### src/logic/mac_pkg.sv
package mac_pkg;

	// operand and product geometry of the 9 by 9 multiplier.
	localparam int OPERAND_WIDTH = 9;
	localparam int EXT_WIDTH = OPERAND_WIDTH + 1;	// one extra bit for the sign extension.
	localparam int PRODUCT_WIDTH = 2 * OPERAND_WIDTH;
	localparam int LANE_PRODUCT_WIDTH = 8;

	// accumulator width used when the top level is not told otherwise.
	localparam int DEFAULT_ACC_WIDTH = 32;

	// half mode: low lane in bits 3..0, high lane in bits 8..5, bit 4 unused.
	typedef logic [OPERAND_WIDTH-1:0] operand_t;

	// operand after sign extension, with bits 9 and 4 depending on the mode.
	typedef logic [EXT_WIDTH-1:0] ext_operand_t;

	// half mode: low lane in 7..0, high lane in 17..10, bits 9..8 forced to zero.
	typedef logic [PRODUCT_WIDTH-1:0] product_t;

	// running sum of the partial product rows, one bit wider than the product.
	typedef logic [PRODUCT_WIDTH:0] pp_sum_t;

	typedef logic [LANE_PRODUCT_WIDTH-1:0] lane_product_t;

endpackage

### src/logic/accumulate_result.sv
`timescale 1ns/10ps

module accumulate_result #(
	parameter int acc_width = mac_pkg::DEFAULT_ACC_WIDTH
) (
	input  logic                 clk,
	input  logic                 rst_n,
	input  logic                 m_valid,
	input  mac_pkg::product_t    m_product,
	input  logic                 m_half,
	input  logic                 m_clear,
	input  logic                 m_signed,
	output logic                 out_valid,
	output logic [acc_width-1:0] acc
);

	import mac_pkg::*;

	localparam int half_width = acc_width / 2;

	lane_product_t        lo_product;
	lane_product_t        hi_product;
	logic [acc_width-1:0] full_ext;
	logic [half_width-1:0] lo_ext;
	logic [half_width-1:0] hi_ext;
	logic [acc_width-1:0] acc_base;
	logic [acc_width-1:0] full_sum;
	logic [half_width-1:0] lo_sum;
	logic [half_width-1:0] hi_sum;
	logic [acc_width-1:0] acc_next;

	// lane fields of the packed half mode product.
	assign lo_product = m_product[7:0];
	assign hi_product = m_product[17:10];

	// sign or zero extension, chosen once per item in decode.
	assign full_ext = m_signed ? acc_width'(signed'(m_product)) : acc_width'(m_product);
	assign lo_ext   = m_signed ? half_width'(signed'(lo_product)) : half_width'(lo_product);
	assign hi_ext   = m_signed ? half_width'(signed'(hi_product)) : half_width'(hi_product);

	// a clear starts from zero, so the product is loaded instead of added.
	assign acc_base = m_clear ? '0 : acc;

	assign full_sum = acc_base + full_ext;
	assign lo_sum   = acc_base[half_width-1:0] + lo_ext;	// carry out is dropped.
	assign hi_sum   = acc_base[acc_width-1:half_width] + hi_ext;

	// half mode keeps the two lanes apart.
	assign acc_next = m_half ? {hi_sum, lo_sum} : full_sum;

	always_ff @(posedge clk or negedge rst_n) begin
		if (!rst_n) begin
			out_valid <= 1'b0;
			acc       <= '0;
		end else begin
			out_valid <= m_valid;	// one pulse per item.
			if (m_valid) begin
				acc <= acc_next;
			end
		end
	end

endmodule

### src/logic/multiply_stage.sv
`timescale 1ns/10ps

module multiply_stage (
	input  logic              clk,
	input  logic              rst_n,
	input  logic              d_valid,
	input  mac_pkg::operand_t d_a,
	input  mac_pkg::operand_t d_b,
	input  logic              d_a_sign,
	input  logic              d_b_sign,
	input  logic              d_half,
	input  logic              d_clear,
	input  logic              d_signed,
	output logic              m_valid,
	output mac_pkg::product_t m_product,
	output logic              m_half,
	output logic              m_clear,
	output logic              m_signed
);

	import mac_pkg::*;

	product_t product;	// combinational multiplier result.

	scalable_multiplier mult_i (
		.a       (d_a),
		.b       (d_b),
		.a_sign  (d_a_sign),
		.b_sign  (d_b_sign),
		.half    (d_half),
		.product (product)
	);

	always_ff @(posedge clk or negedge rst_n) begin
		if (!rst_n) begin
			m_valid <= 1'b0;
		end else begin
			m_valid <= d_valid;
		end
	end

	// the partial product adder gets this whole cycle to settle.
	always_ff @(posedge clk) begin
		if (d_valid) begin
			m_product <= product;
			m_half    <= d_half;
			m_clear   <= d_clear;
			m_signed  <= d_signed;	// extension rule for the accumulator.
		end
	end

endmodule

### src/logic/operand_decode.sv
`timescale 1ns/10ps

module operand_decode (
	input  logic              clk,
	input  logic              rst_n,
	input  logic              in_valid,
	input  mac_pkg::operand_t a,
	input  mac_pkg::operand_t b,
	input  logic              a_sign,
	input  logic              b_sign,
	input  logic              half,
	input  logic              clear,
	output logic              d_valid,
	output mac_pkg::operand_t d_a,
	output mac_pkg::operand_t d_b,
	output logic              d_a_sign,
	output logic              d_b_sign,
	output logic              d_half,
	output logic              d_clear,
	output logic              d_signed
);

	// valid marker for the decode register.
	always_ff @(posedge clk or negedge rst_n) begin
		if (!rst_n) begin
			d_valid <= 1'b0;
		end else begin
			d_valid <= in_valid;	// one cycle behind the strobe.
		end
	end

	// operand and control capture, held while no item arrives.
	always_ff @(posedge clk) begin
		if (in_valid) begin
			d_a      <= a;
			d_b      <= b;
			d_a_sign <= a_sign;
			d_b_sign <= b_sign;
			d_half   <= half;
			d_clear  <= clear;
			// a product is signed as soon as one of its factors is.
			d_signed <= a_sign | b_sign;
		end
	end

endmodule

### src/logic/scalable_mac.sv
`timescale 1ns/10ps

module scalable_mac #(
	parameter int acc_width = mac_pkg::DEFAULT_ACC_WIDTH
) (
	input  logic                 clk,
	input  logic                 rst_n,
	input  logic                 in_valid,
	input  mac_pkg::operand_t    a,
	input  mac_pkg::operand_t    b,
	input  logic                 a_sign,
	input  logic                 b_sign,
	input  logic                 half,
	input  logic                 clear,
	output logic                 out_valid,
	output logic [acc_width-1:0] acc
);

	import mac_pkg::*;

	// decode to execute.
	logic     d_valid;
	operand_t d_a;
	operand_t d_b;
	logic     d_a_sign;
	logic     d_b_sign;
	logic     d_half;
	logic     d_clear;
	logic     d_signed;

	// execute to result.
	logic     m_valid;
	product_t m_product;
	logic     m_half;
	logic     m_clear;
	logic     m_signed;

	operand_decode decode_i (
		.clk      (clk),
		.rst_n    (rst_n),
		.in_valid (in_valid),
		.a        (a),
		.b        (b),
		.a_sign   (a_sign),
		.b_sign   (b_sign),
		.half     (half),
		.clear    (clear),
		.d_valid  (d_valid),
		.d_a      (d_a),
		.d_b      (d_b),
		.d_a_sign (d_a_sign),
		.d_b_sign (d_b_sign),
		.d_half   (d_half),
		.d_clear  (d_clear),
		.d_signed (d_signed)
	);

	multiply_stage execute_i (
		.clk       (clk),
		.rst_n     (rst_n),
		.d_valid   (d_valid),
		.d_a       (d_a),
		.d_b       (d_b),
		.d_a_sign  (d_a_sign),
		.d_b_sign  (d_b_sign),
		.d_half    (d_half),
		.d_clear   (d_clear),
		.d_signed  (d_signed),
		.m_valid   (m_valid),
		.m_product (m_product),
		.m_half    (m_half),
		.m_clear   (m_clear),
		.m_signed  (m_signed)
	);

	accumulate_result #(
		.acc_width (acc_width)
	) result_i (
		.clk       (clk),
		.rst_n     (rst_n),
		.m_valid   (m_valid),
		.m_product (m_product),
		.m_half    (m_half),
		.m_clear   (m_clear),
		.m_signed  (m_signed),
		.out_valid (out_valid),
		.acc       (acc)
	);

endmodule

### src/logic/scalable_multiplier.sv
`timescale 1ns/10ps

module scalable_multiplier (
	input  mac_pkg::operand_t a,
	input  mac_pkg::operand_t b,
	input  logic              a_sign,
	input  logic              b_sign,
	input  logic              half,
	output mac_pkg::product_t product
);

	import mac_pkg::*;

	ext_operand_t a_ext;
	ext_operand_t b_ext;
	pp_sum_t      lo_rows;	// rows 0..4, the low lane in half mode.
	pp_sum_t      hi_rows;	// rows 5..9, the high lane in half mode.
	pp_sum_t      full_sum;

	// bit 9 holds the sign of the full operand or of the high lane.
	// in half mode bit 4 holds the low lane sign instead of the operand bit.
	assign a_ext = {a_sign & a[8], a[8:5], (half ? (a_sign & a[3]) : a[4]), a[3:0]};
	assign b_ext = {b_sign & b[8], b[8:5], (half ? (b_sign & b[3]) : b[4]), b[3:0]};

	// modified Baugh-Wooley matrix, one row per bit of a_ext.
	always_comb begin
		pp_sum_t row;
		logic    pp_bit;
		int      sign_pos;
		lo_rows = '0;
		hi_rows = '0;
		for (int i = 0; i < EXT_WIDTH; i++) begin
			sign_pos = (half && i < 5) ? 4 : 9;	// sign row and column of this block.
			row = '0;
			for (int j = 0; j < EXT_WIDTH; j++) begin
				pp_bit = a_ext[i] & b_ext[j];
				if ((i == sign_pos) != (j == sign_pos)) begin
					pp_bit = ~pp_bit;
				end
				if (half && ((i < 5) != (j < 5))) begin
					pp_bit = 1'b0;	// no cross-lane terms.
				end
				row[i + j] = pp_bit;
			end
			if (i < 5) begin
				lo_rows = lo_rows + row;
			end else begin
				hi_rows = hi_rows + row;
			end
		end
		// correction bits; the top one at 2^19 lies above the sum.
		if (half) begin
			lo_rows = lo_rows + pp_sum_t'((1 << 5) | (1 << 9));
			hi_rows = hi_rows + pp_sum_t'(1 << 15);
		end else begin
			lo_rows = lo_rows + pp_sum_t'(1 << 10);
		end
	end

	assign full_sum = lo_rows + hi_rows;

	// half mode drops the low lane carry and zeroes bits 9..8.
	assign product = half ? {hi_rows[17:10], 2'b00, lo_rows[7:0]} : full_sum[17:0];

endmodule

### config.mk
export PLATFORM = sky130hd
export DESIGN_NAME = scalable_mac
export DESIGN_NICKNAME = d
export VERILOG_FILES = /design/src/logic/mac_pkg.sv /design/src/logic/accumulate_result.sv /design/src/logic/multiply_stage.sv /design/src/logic/operand_decode.sv /design/src/logic/scalable_mac.sv /design/src/logic/scalable_multiplier.sv
export SDC_FILE = /design/constraint.sdc
export NUM_CORES = 1
export LEC_CHECK = 0
export ABC_CLOCK_PERIOD_IN_PS = 6250
export BUFFER_PORTS_ARGS = -buffer_cell sky130_fd_sc_hd__buf_2
export CORE_MARGIN = 2
export CORE_UTILIZATION = 57
export CTS_BUF_LIST = sky130_fd_sc_hd__clkbuf_8 sky130_fd_sc_hd__clkbuf_16
export CTS_CLUSTER_DIAMETER = 100
export DETAILED_ROUTE_END_ITERATION = 6
export PLACE_DENSITY = 0.8
export SYNTH_ARGS = -nofsm -noshare
export SYNTH_HDL_FRONTEND = slang
export SYNTH_SLANG_ARGS = --single-unit
### constraint.sdc
create_clock -name clk -period 6.25 [get_ports clk]
set_input_delay 1.25 -clock clk [delete_from_list [all_inputs] [get_ports clk]]
set_output_delay 1.25 -clock clk [all_outputs]
set_load 0.01 [all_outputs]
==> results of run 1 <==
[report_power, final]
group / total, W / internal [W] / switching [W]
combinational: 0.00378 / 0.00173 / 0.00206
clock: 0.000545 / 0.000310 / 0.000234
sequential: 0.000940 / 0.000793 / 0.000147
[area by class of cell]
type / instances / area (um^2) / share of cell area [%]
multi-input cells: 750 / 6130 / 63.7
clock buffers: 9 / 225 / 2.34
repair buffers: 83 / 480 / 4.99
flip-flops and latches: 79 / 2200 / 22.8
well taps: 188 / 235 / 2.44
clock inverters: 7 / 71.3 / 0.741
inverters: 77 / 289 / 3.00
[flip-flops by register name, summed over array words and instances, names as in the netlist, 9 cells and up]
| name | flops |
|---|---|
| result_i.acc | 32 |
| execute_i.m_product | 18 |
| decode_i.d_a | 9 |
| decode_i.d_b | 9 |
[through the flow]
step,setup TNS [ns],cells
final,0,1193
after global routing,-0.0433,1193
after CTS,0,1187
after detailed placement,0,1171
after global placement,0,1171
after floorplan,0,939
[metal layers]
layer | global-route usage [%] | vias up
met3 | 4.06 | 28
li1 | - | 3383
met1 | 28.3 | 3317
met2 | 43.8 | 167
met4 | 8.27 | 0
met5 | 0 | -
[timing repair]
action	4_1_cts	5_1_grt
endpoints found under the setup margin	0	4
buffers inserted	0	6
gates resized for setup	0	28
[path summary, 6_finish.rpt]
kind                                       startpoint  slack (ns)                                 to  depth (start not counted)
setup / recovery            decode_i.d_half$_DFFE_PP_        0.27  execute_i.m_product[17]$_DFFE_PP_                         27
hold / removal             decode_i.d_clear$_DFFE_PP_        0.42        execute_i.m_clear$_DFFE_PP_                          0
setup reg to reg            decode_i.d_half$_DFFE_PP_        0.27  execute_i.m_product[17]$_DFFE_PP_                         27
hold reg to reg            decode_i.d_clear$_DFFE_PP_        0.42        execute_i.m_clear$_DFFE_PP_                          0
max in group asynchronous                       rst_n        4.67        execute_i.m_valid$_DFF_PN0_                          1
min in group asynchronous                       rst_n        1.00       result_i.acc[21]$_DFFE_PN0P_                          1
[cells by family (layout without fill, tap and decap cells)]
group,after synthesis,in the layout,share of synthesized area (%)
AO/OA/AOI/OAI,241,241,18.3
XOR/XNOR,72,72,7.28
adder cells (fa/ha/maj),147,147,25.9
buffers and inverters,110,176,5.08
flip-flops,79,79,25.4
multiplexers,15,15,1.89
AND/OR/NAND/NOR,275,275,16.2
[critical path, cell delays in order, from the launching register on]
cell	delay, ns
edfxtp_1	0.48
buf_4	0.18
a21oi_1	0.15
a31oi_2	0.06
fa_1	0.49
fa_1	0.54
inv_1	0.05
fa_1	0.59
inv_1	0.07
ha_1	0.29
a21o_1	0.17
a21oi_2	0.18
o21ai_1	0.11
a21oi_2	0.16
buf_4	0.14
xor2_2	0.24
nand2_1	0.09
nand2_1	0.11
xor2_1	0.23
a21oi_1	0.12
ha_1	0.37
nand2_1	0.09
a21oi_2	0.05
o21a_1	0.18
o21a_1	0.19
o21a_1	0.18
o21ai_1	0.14
xnor2_1	0.09
[cells in the final DEF (no fill, tap or decap), types with 4 or more instances in the layout]
master	n
nor3_1	9
nand2_1	82
nor2_1	47
o21a_1	10
nand3_1	10
o21ai_0	41
a21oi_2	5
a41o_1	5
a21o_1	35
nor2b_1	44
mux2_2	11
buf_2	57
ha_1	93
o211ai_1	7
fa_1	53
buf_4	26
o21ai_1	4
xor2_2	4
nand2b_1	7
a211oi_1	5
a21oi_1	75
edfxtp_1	44
a21o_2	4
clkbuf_16	9
nand3b_1	5
nand4_1	4
inv_1	78
o21bai_1	5
or2_2	4
xnor2_1	40
a31oi_1	7
dfrtp_1	34
and2_1	43
mux2i_1	4
xor2_1	26
==> impl_metrics.ini, run 1 <==
[die]
initial_utilization_pct = 57.6
ios = 58
core_um2 = 15000
die_y_um = 127
dieArea_um2 = 16200
fp-row-count = 45
die_x_um = 127

[sta]
finalHoldViolCount = 0
finalSetupViolCount = 0
skew_ns = 0.00645
final_max_slew_viol_count = 0
fin_crit_ns = 5.98
period_share_pct = 95.6
maxSlewHeadroom_pct = 42.0
fin_ws_ns = 0.273
whs_ns = 0.421
max_freq_mhz = 167
worstMarginPinSlew_ns = 0.870

[critical_path]
crit_required_ns = 6.36
worstSetupEndpointType = register
cp-start-kind = register
cp_max_fo = 6
cp.arrival_ns = 6.08
critPathKind = register to register

[power]
peakVddDrop_v = 0.000218
leakagePower_nw = 4.59
power_density_nw_per_um2 = 547
p_total_w = 0.00527

[routing]
wl_met1_mm = 7.91
viasPerCell = 5.78
dr_wl_met2_mm = 9.83
vias = 6895
drc = 0
drtIter0Drc = 241
wirelength_mm = 18.9
routedWlPerCell_um = 15.8
drtAntennaViolNets = 0
dr_wl_met3_um = 765
firstDrtPassIters = 4
maxUsedRoutingLayer = met4

[min_path]
hold_path.class = register to register

[cells_and_area]
final_nets = 1172
fin_util_pct = 64.1
area_growth_pct = 11.2
antennaDiodeCount = 0
nFillCells = 1222
final_layout_size_suffix_gt1_share_pct = 15.3
final_cell_area_um2 = 9630

[clocking]
tritoncts = done
clock-sinks = 79
htreeDepth = 3
clk_latency_ns = 0.35
clkTransAtPathRegs_ns = 0.06
postCtsHoldBufs = 0
cts_buffers = 9
cts_root_buffer = clkbuf_16
clk_path_buf_depth = 2

[synthesis]
syn_avg_cell_area_um2 = 9.23
synth_edf_count = 44
ys_ff_latch = 79
netlist_area_um2 = 8660
synth.top_cell.area_share_pct = 15.3
synth.top_cells.by_count = 93 x ha_1, 82 x nand2_1, 79 x a21oi_1
yosys_most_used_dff = edfxtp_1
synthCells = 939
synth_top_area_cell = edfxtp_1
ys_types = 69
synth_nets = 1111
synthArstFlopShare_pct = 44.3
synth_area_leaders = edfxtp_1 15%, ha_1 13%, fa_1 12%, dfrtp_1 10%, a21oi_1 4.6%
yosysWarnings = 0
synth-seq-area-share_pct = 25.4
synth_most_common_cell = ha_1

[global_routing]
grt_max_degree = 55
grt_overflow = 0
grt_pass1_wl_mm = 31.2
antenna_found_initial = 0
first_global_vias = 6805
track_usage_pct = 23.9

[place]
place_congestion = 0.907
pre_cts_ws_ns = 0.0427
detailed_place_hpwl_mm = 14.3
dpl_cell_area_um2 = 9190
portBuffers = 57

[run_status]
outcome = finished clean

[run]
drv_cap = 0
No activity file was read; power rests on OpenSTA's default activity.
==> run 2, diff against run 1 <==
--- a/config.mk
+++ b/config.mk
@@ -6,13 +6,15 @@
 export NUM_CORES = 1
 export LEC_CHECK = 0
 export ABC_CLOCK_PERIOD_IN_PS = 6250
-export BUFFER_PORTS_ARGS = -buffer_cell sky130_fd_sc_hd__buf_2
+export CELL_PAD_IN_SITES_DETAIL_PLACEMENT = 1
+export CELL_PAD_IN_SITES_GLOBAL_PLACEMENT = 1
 export CORE_MARGIN = 2
-export CORE_UTILIZATION = 57
+export CORE_UTILIZATION = 46
 export CTS_BUF_LIST = sky130_fd_sc_hd__clkbuf_8 sky130_fd_sc_hd__clkbuf_16
 export CTS_CLUSTER_DIAMETER = 100
 export DETAILED_ROUTE_END_ITERATION = 6
-export PLACE_DENSITY = 0.8
+export DONT_BUFFER_PORTS = 1
+export PLACE_DENSITY = 0.79
 export SYNTH_ARGS = -nofsm -noshare
 export SYNTH_HDL_FRONTEND = slang
 export SYNTH_SLANG_ARGS = --single-unit
==> run 2 against run 1 <==
Net effect:
- final cell count rose by 0.25%
- count of clock-buffer cells in the layout did not move
- total power rose by 1.6%
- largest cell class unchanged
==> impl_metrics.ini, run 2 (synthesis results as in run 1) <==
[sta]
max_freq_mhz = 168
worstMarginPinSlew_ns = 0.874
finalSetupViolCount = 0
maxSlewHeadroom_pct = 41.7
finalHoldViolCount = 0
skew_ns = 0.0155
fin_crit_ns = 5.96
final_max_slew_viol_count = 0
period_share_pct = 95.4
setup_tns_ns = 0

[cells_and_area]
nFillCells = 2120
layout_common_cells = 93 x ha_1, 82 x nand2_1, 78 x inv_1, 72 x a21oi_1, 53 x fa_1
seqCellArea_um2 = 2200
layout.cells.non_filler = 1196
area_growth_pct = 9.88
antennaDiodeCount = 0
biggestRegsByFlops = result_i.acc: 32 flops, execute_i.m_product: 18 flops
mostFrequentLayoutCell = ha_1
final_layout_size_suffix_gt1_share_pct = 12.1
final_nets = 1129
final_cell_area_um2 = 9520
multiInputGateArea_um2 = 6160
largest_register = result_i.acc
largest_reg_flops = 32

[clocking]
htreeDepth = 3
cts_root_buffer = clkbuf_16
tritoncts = done
cts_buffers = 9
clk_latency_ns = 0.36
clock-sinks = 79
clkTransAtPathRegs_ns = 0.07
clk_path_buf_depth = 2

[routing]
drtIter0Drc = 181
wirelength_mm = 21.8
wl_met1_mm = 9.31
maxUsedRoutingLayer = met4
drtAntennaViolNets = 0
viasPerCell = 5.68
firstDrtPassIters = 4
routedWlPerCell_um = 18.2
dr_wl_met3_um = 556
vias = 6798
dr_wl_met2_mm = 11.6
drc = 0

[power]
clockPowerShare_pct = 9.7
peakVddDrop_v = 0.000259
p_sw_w = 0.00253
leakagePower_nw = 4.43
p_int_w = 0.00283
combPwrFrac_pct = 71.4
seqPwrFrac_pct = 18.8
switching_share_pct = 47.2
p_total_w = 0.00535
power_density_nw_per_um2 = 563

[place]
place_congestion = 0.899
portBuffers = 0
detailed_place_hpwl_mm = 16.8
dp_cells = 1171
dpl_cell_area_um2 = 9050

[critical_path]
r2r_cells = 24
worstSetupEndpointType = register
reg2reg_from = decode_i.d_half$_DFFE_PP_
cp-start-kind = register
cp.arrival_ns = 6.06
reg2reg_slack_ns = 0.29
crit_required_ns = 6.35
critPathKind = register to register
cp_max_fo = 20
timing.rr.end = execute_i.m_product[16]$_DFFE_PP_

[global_routing]
track_usage_pct = 22.5
grt_overflow = 0
grt_max_degree = 55
antenna_found_initial = 0
first_global_vias = 7327
grt_pass1_wl_mm = 35.8

[min_path]
holdCritStartpoint = decode_i.d_clear$_DFFE_PP_
hold_path.class = register to register
holdPathEnd = execute_i.m_clear$_DFFE_PP_
hold_depth = 0

[die]
initial_utilization_pct = 46.6
die_y_um = 141
ios = 58
fp-row-count = 50
die_x_um = 141
dieArea_um2 = 19900
core_um2 = 18600

[run_status]
outcome = finished clean

[run]
drv_cap = 0
-- run 2: cell count changes in the layout (fill, tap and decap cells not counted), sizes merged --
cell | before | now
buf | 83 | 40
clkinv | 2 | 3
bufinv | 1 | 0
-- run 2: routing by layer --
layer | global-route usage (%) | vias to the layer above
li1 | - | 3294
met1 | 26.6 | 3395
met2 | 42.3 | 84
met3 | 3.40 | 25
met4 | 6.00 | 0
met5 | 0 | -
-- run 2: layout make-up --
class / instances / area share, %
clock buffers: 9 / 2.37
clock inverters: 7 / 0.513
inverters: 77 / 3.04
multi-input cells: 750 / 64.7
flip-flops and latches: 79 / 23.1
well taps: 234 / 3.08
repair buffers: 40 / 3.19
-- run 2: worst max-delay path by stage --
stage / start / to / cells after the start
detailed placement: decode_i.d_half$_DFFE_PP_ / execute_i.m_product[17]$_DFFE_PP_ / 24
global route: decode_i.d_half$_DFFE_PP_ / execute_i.m_product[17]$_DFFE_PP_ / 27
CTS: decode_i.d_half$_DFFE_PP_ / execute_i.m_product[17]$_DFFE_PP_ / 27
finish: decode_i.d_half$_DFFE_PP_ / execute_i.m_product[16]$_DFFE_PP_ / 24
floorplan: decode_i.d_half$_DFFE_PP_ / execute_i.m_product[17]$_DFFE_PP_ / 29
global placement: decode_i.d_half$_DFFE_PP_ / execute_i.m_product[17]$_DFFE_PP_ / 24
-- run 2: what timing repair did --
item	in CTS	in global routing
cloned	0	0
buffers inserted	2	7
hold buffers	0	0
gates resized for setup	2	30
pin swaps	1	7
endpoints found under the setup margin	2	6
-- run 2: through the flow --
stage	util, %	setup WS, ns	hold slack (ns)
detailed placement	48.7	-0.0522	0.407
CTS	50.3	0.0483	0.423
floorplan	-	0.0983	0.352
finish	51.2	0.290	0.421
global route	51.2	-0.100	0.426
global placement	48.7	0.145	0.403
-- run 2: power by group through the flow --
stage                     Sequential [W]  Combinational (W)  Clock, W
after floorplan                 0.000942            0.00281         0
after global placement           0.00102            0.00347         0
after detailed placement         0.00103            0.00361         0
after CTS                        0.00102            0.00368  0.000529
after global routing             0.00104            0.00433  0.000547
final                            0.00101            0.00383  0.000520
-- run 2: critical path, cell delays in order, from the launching register on --
cell	delay [ns]
edfxtp_1	0.48
buf_6	0.21
nor2b_2	0.18
and2_1	0.18
fa_1	0.45
fa_1	0.55
inv_1	0.06
fa_1	0.52
inv_1	0.04
ha_1	0.33
a21oi_1	0.19
o21ai_2	0.08
a21o_1	0.17
a21o_1	0.21
a31o_2	0.28
a21o_1	0.19
a21oi_2	0.18
xnor2_2	0.18
xnor2_2	0.11
ha_1	0.34
or2_2	0.29
a21oi_1	0.16
a31oi_1	0.08
xnor2_1	0.14
o21ai_0	0.09
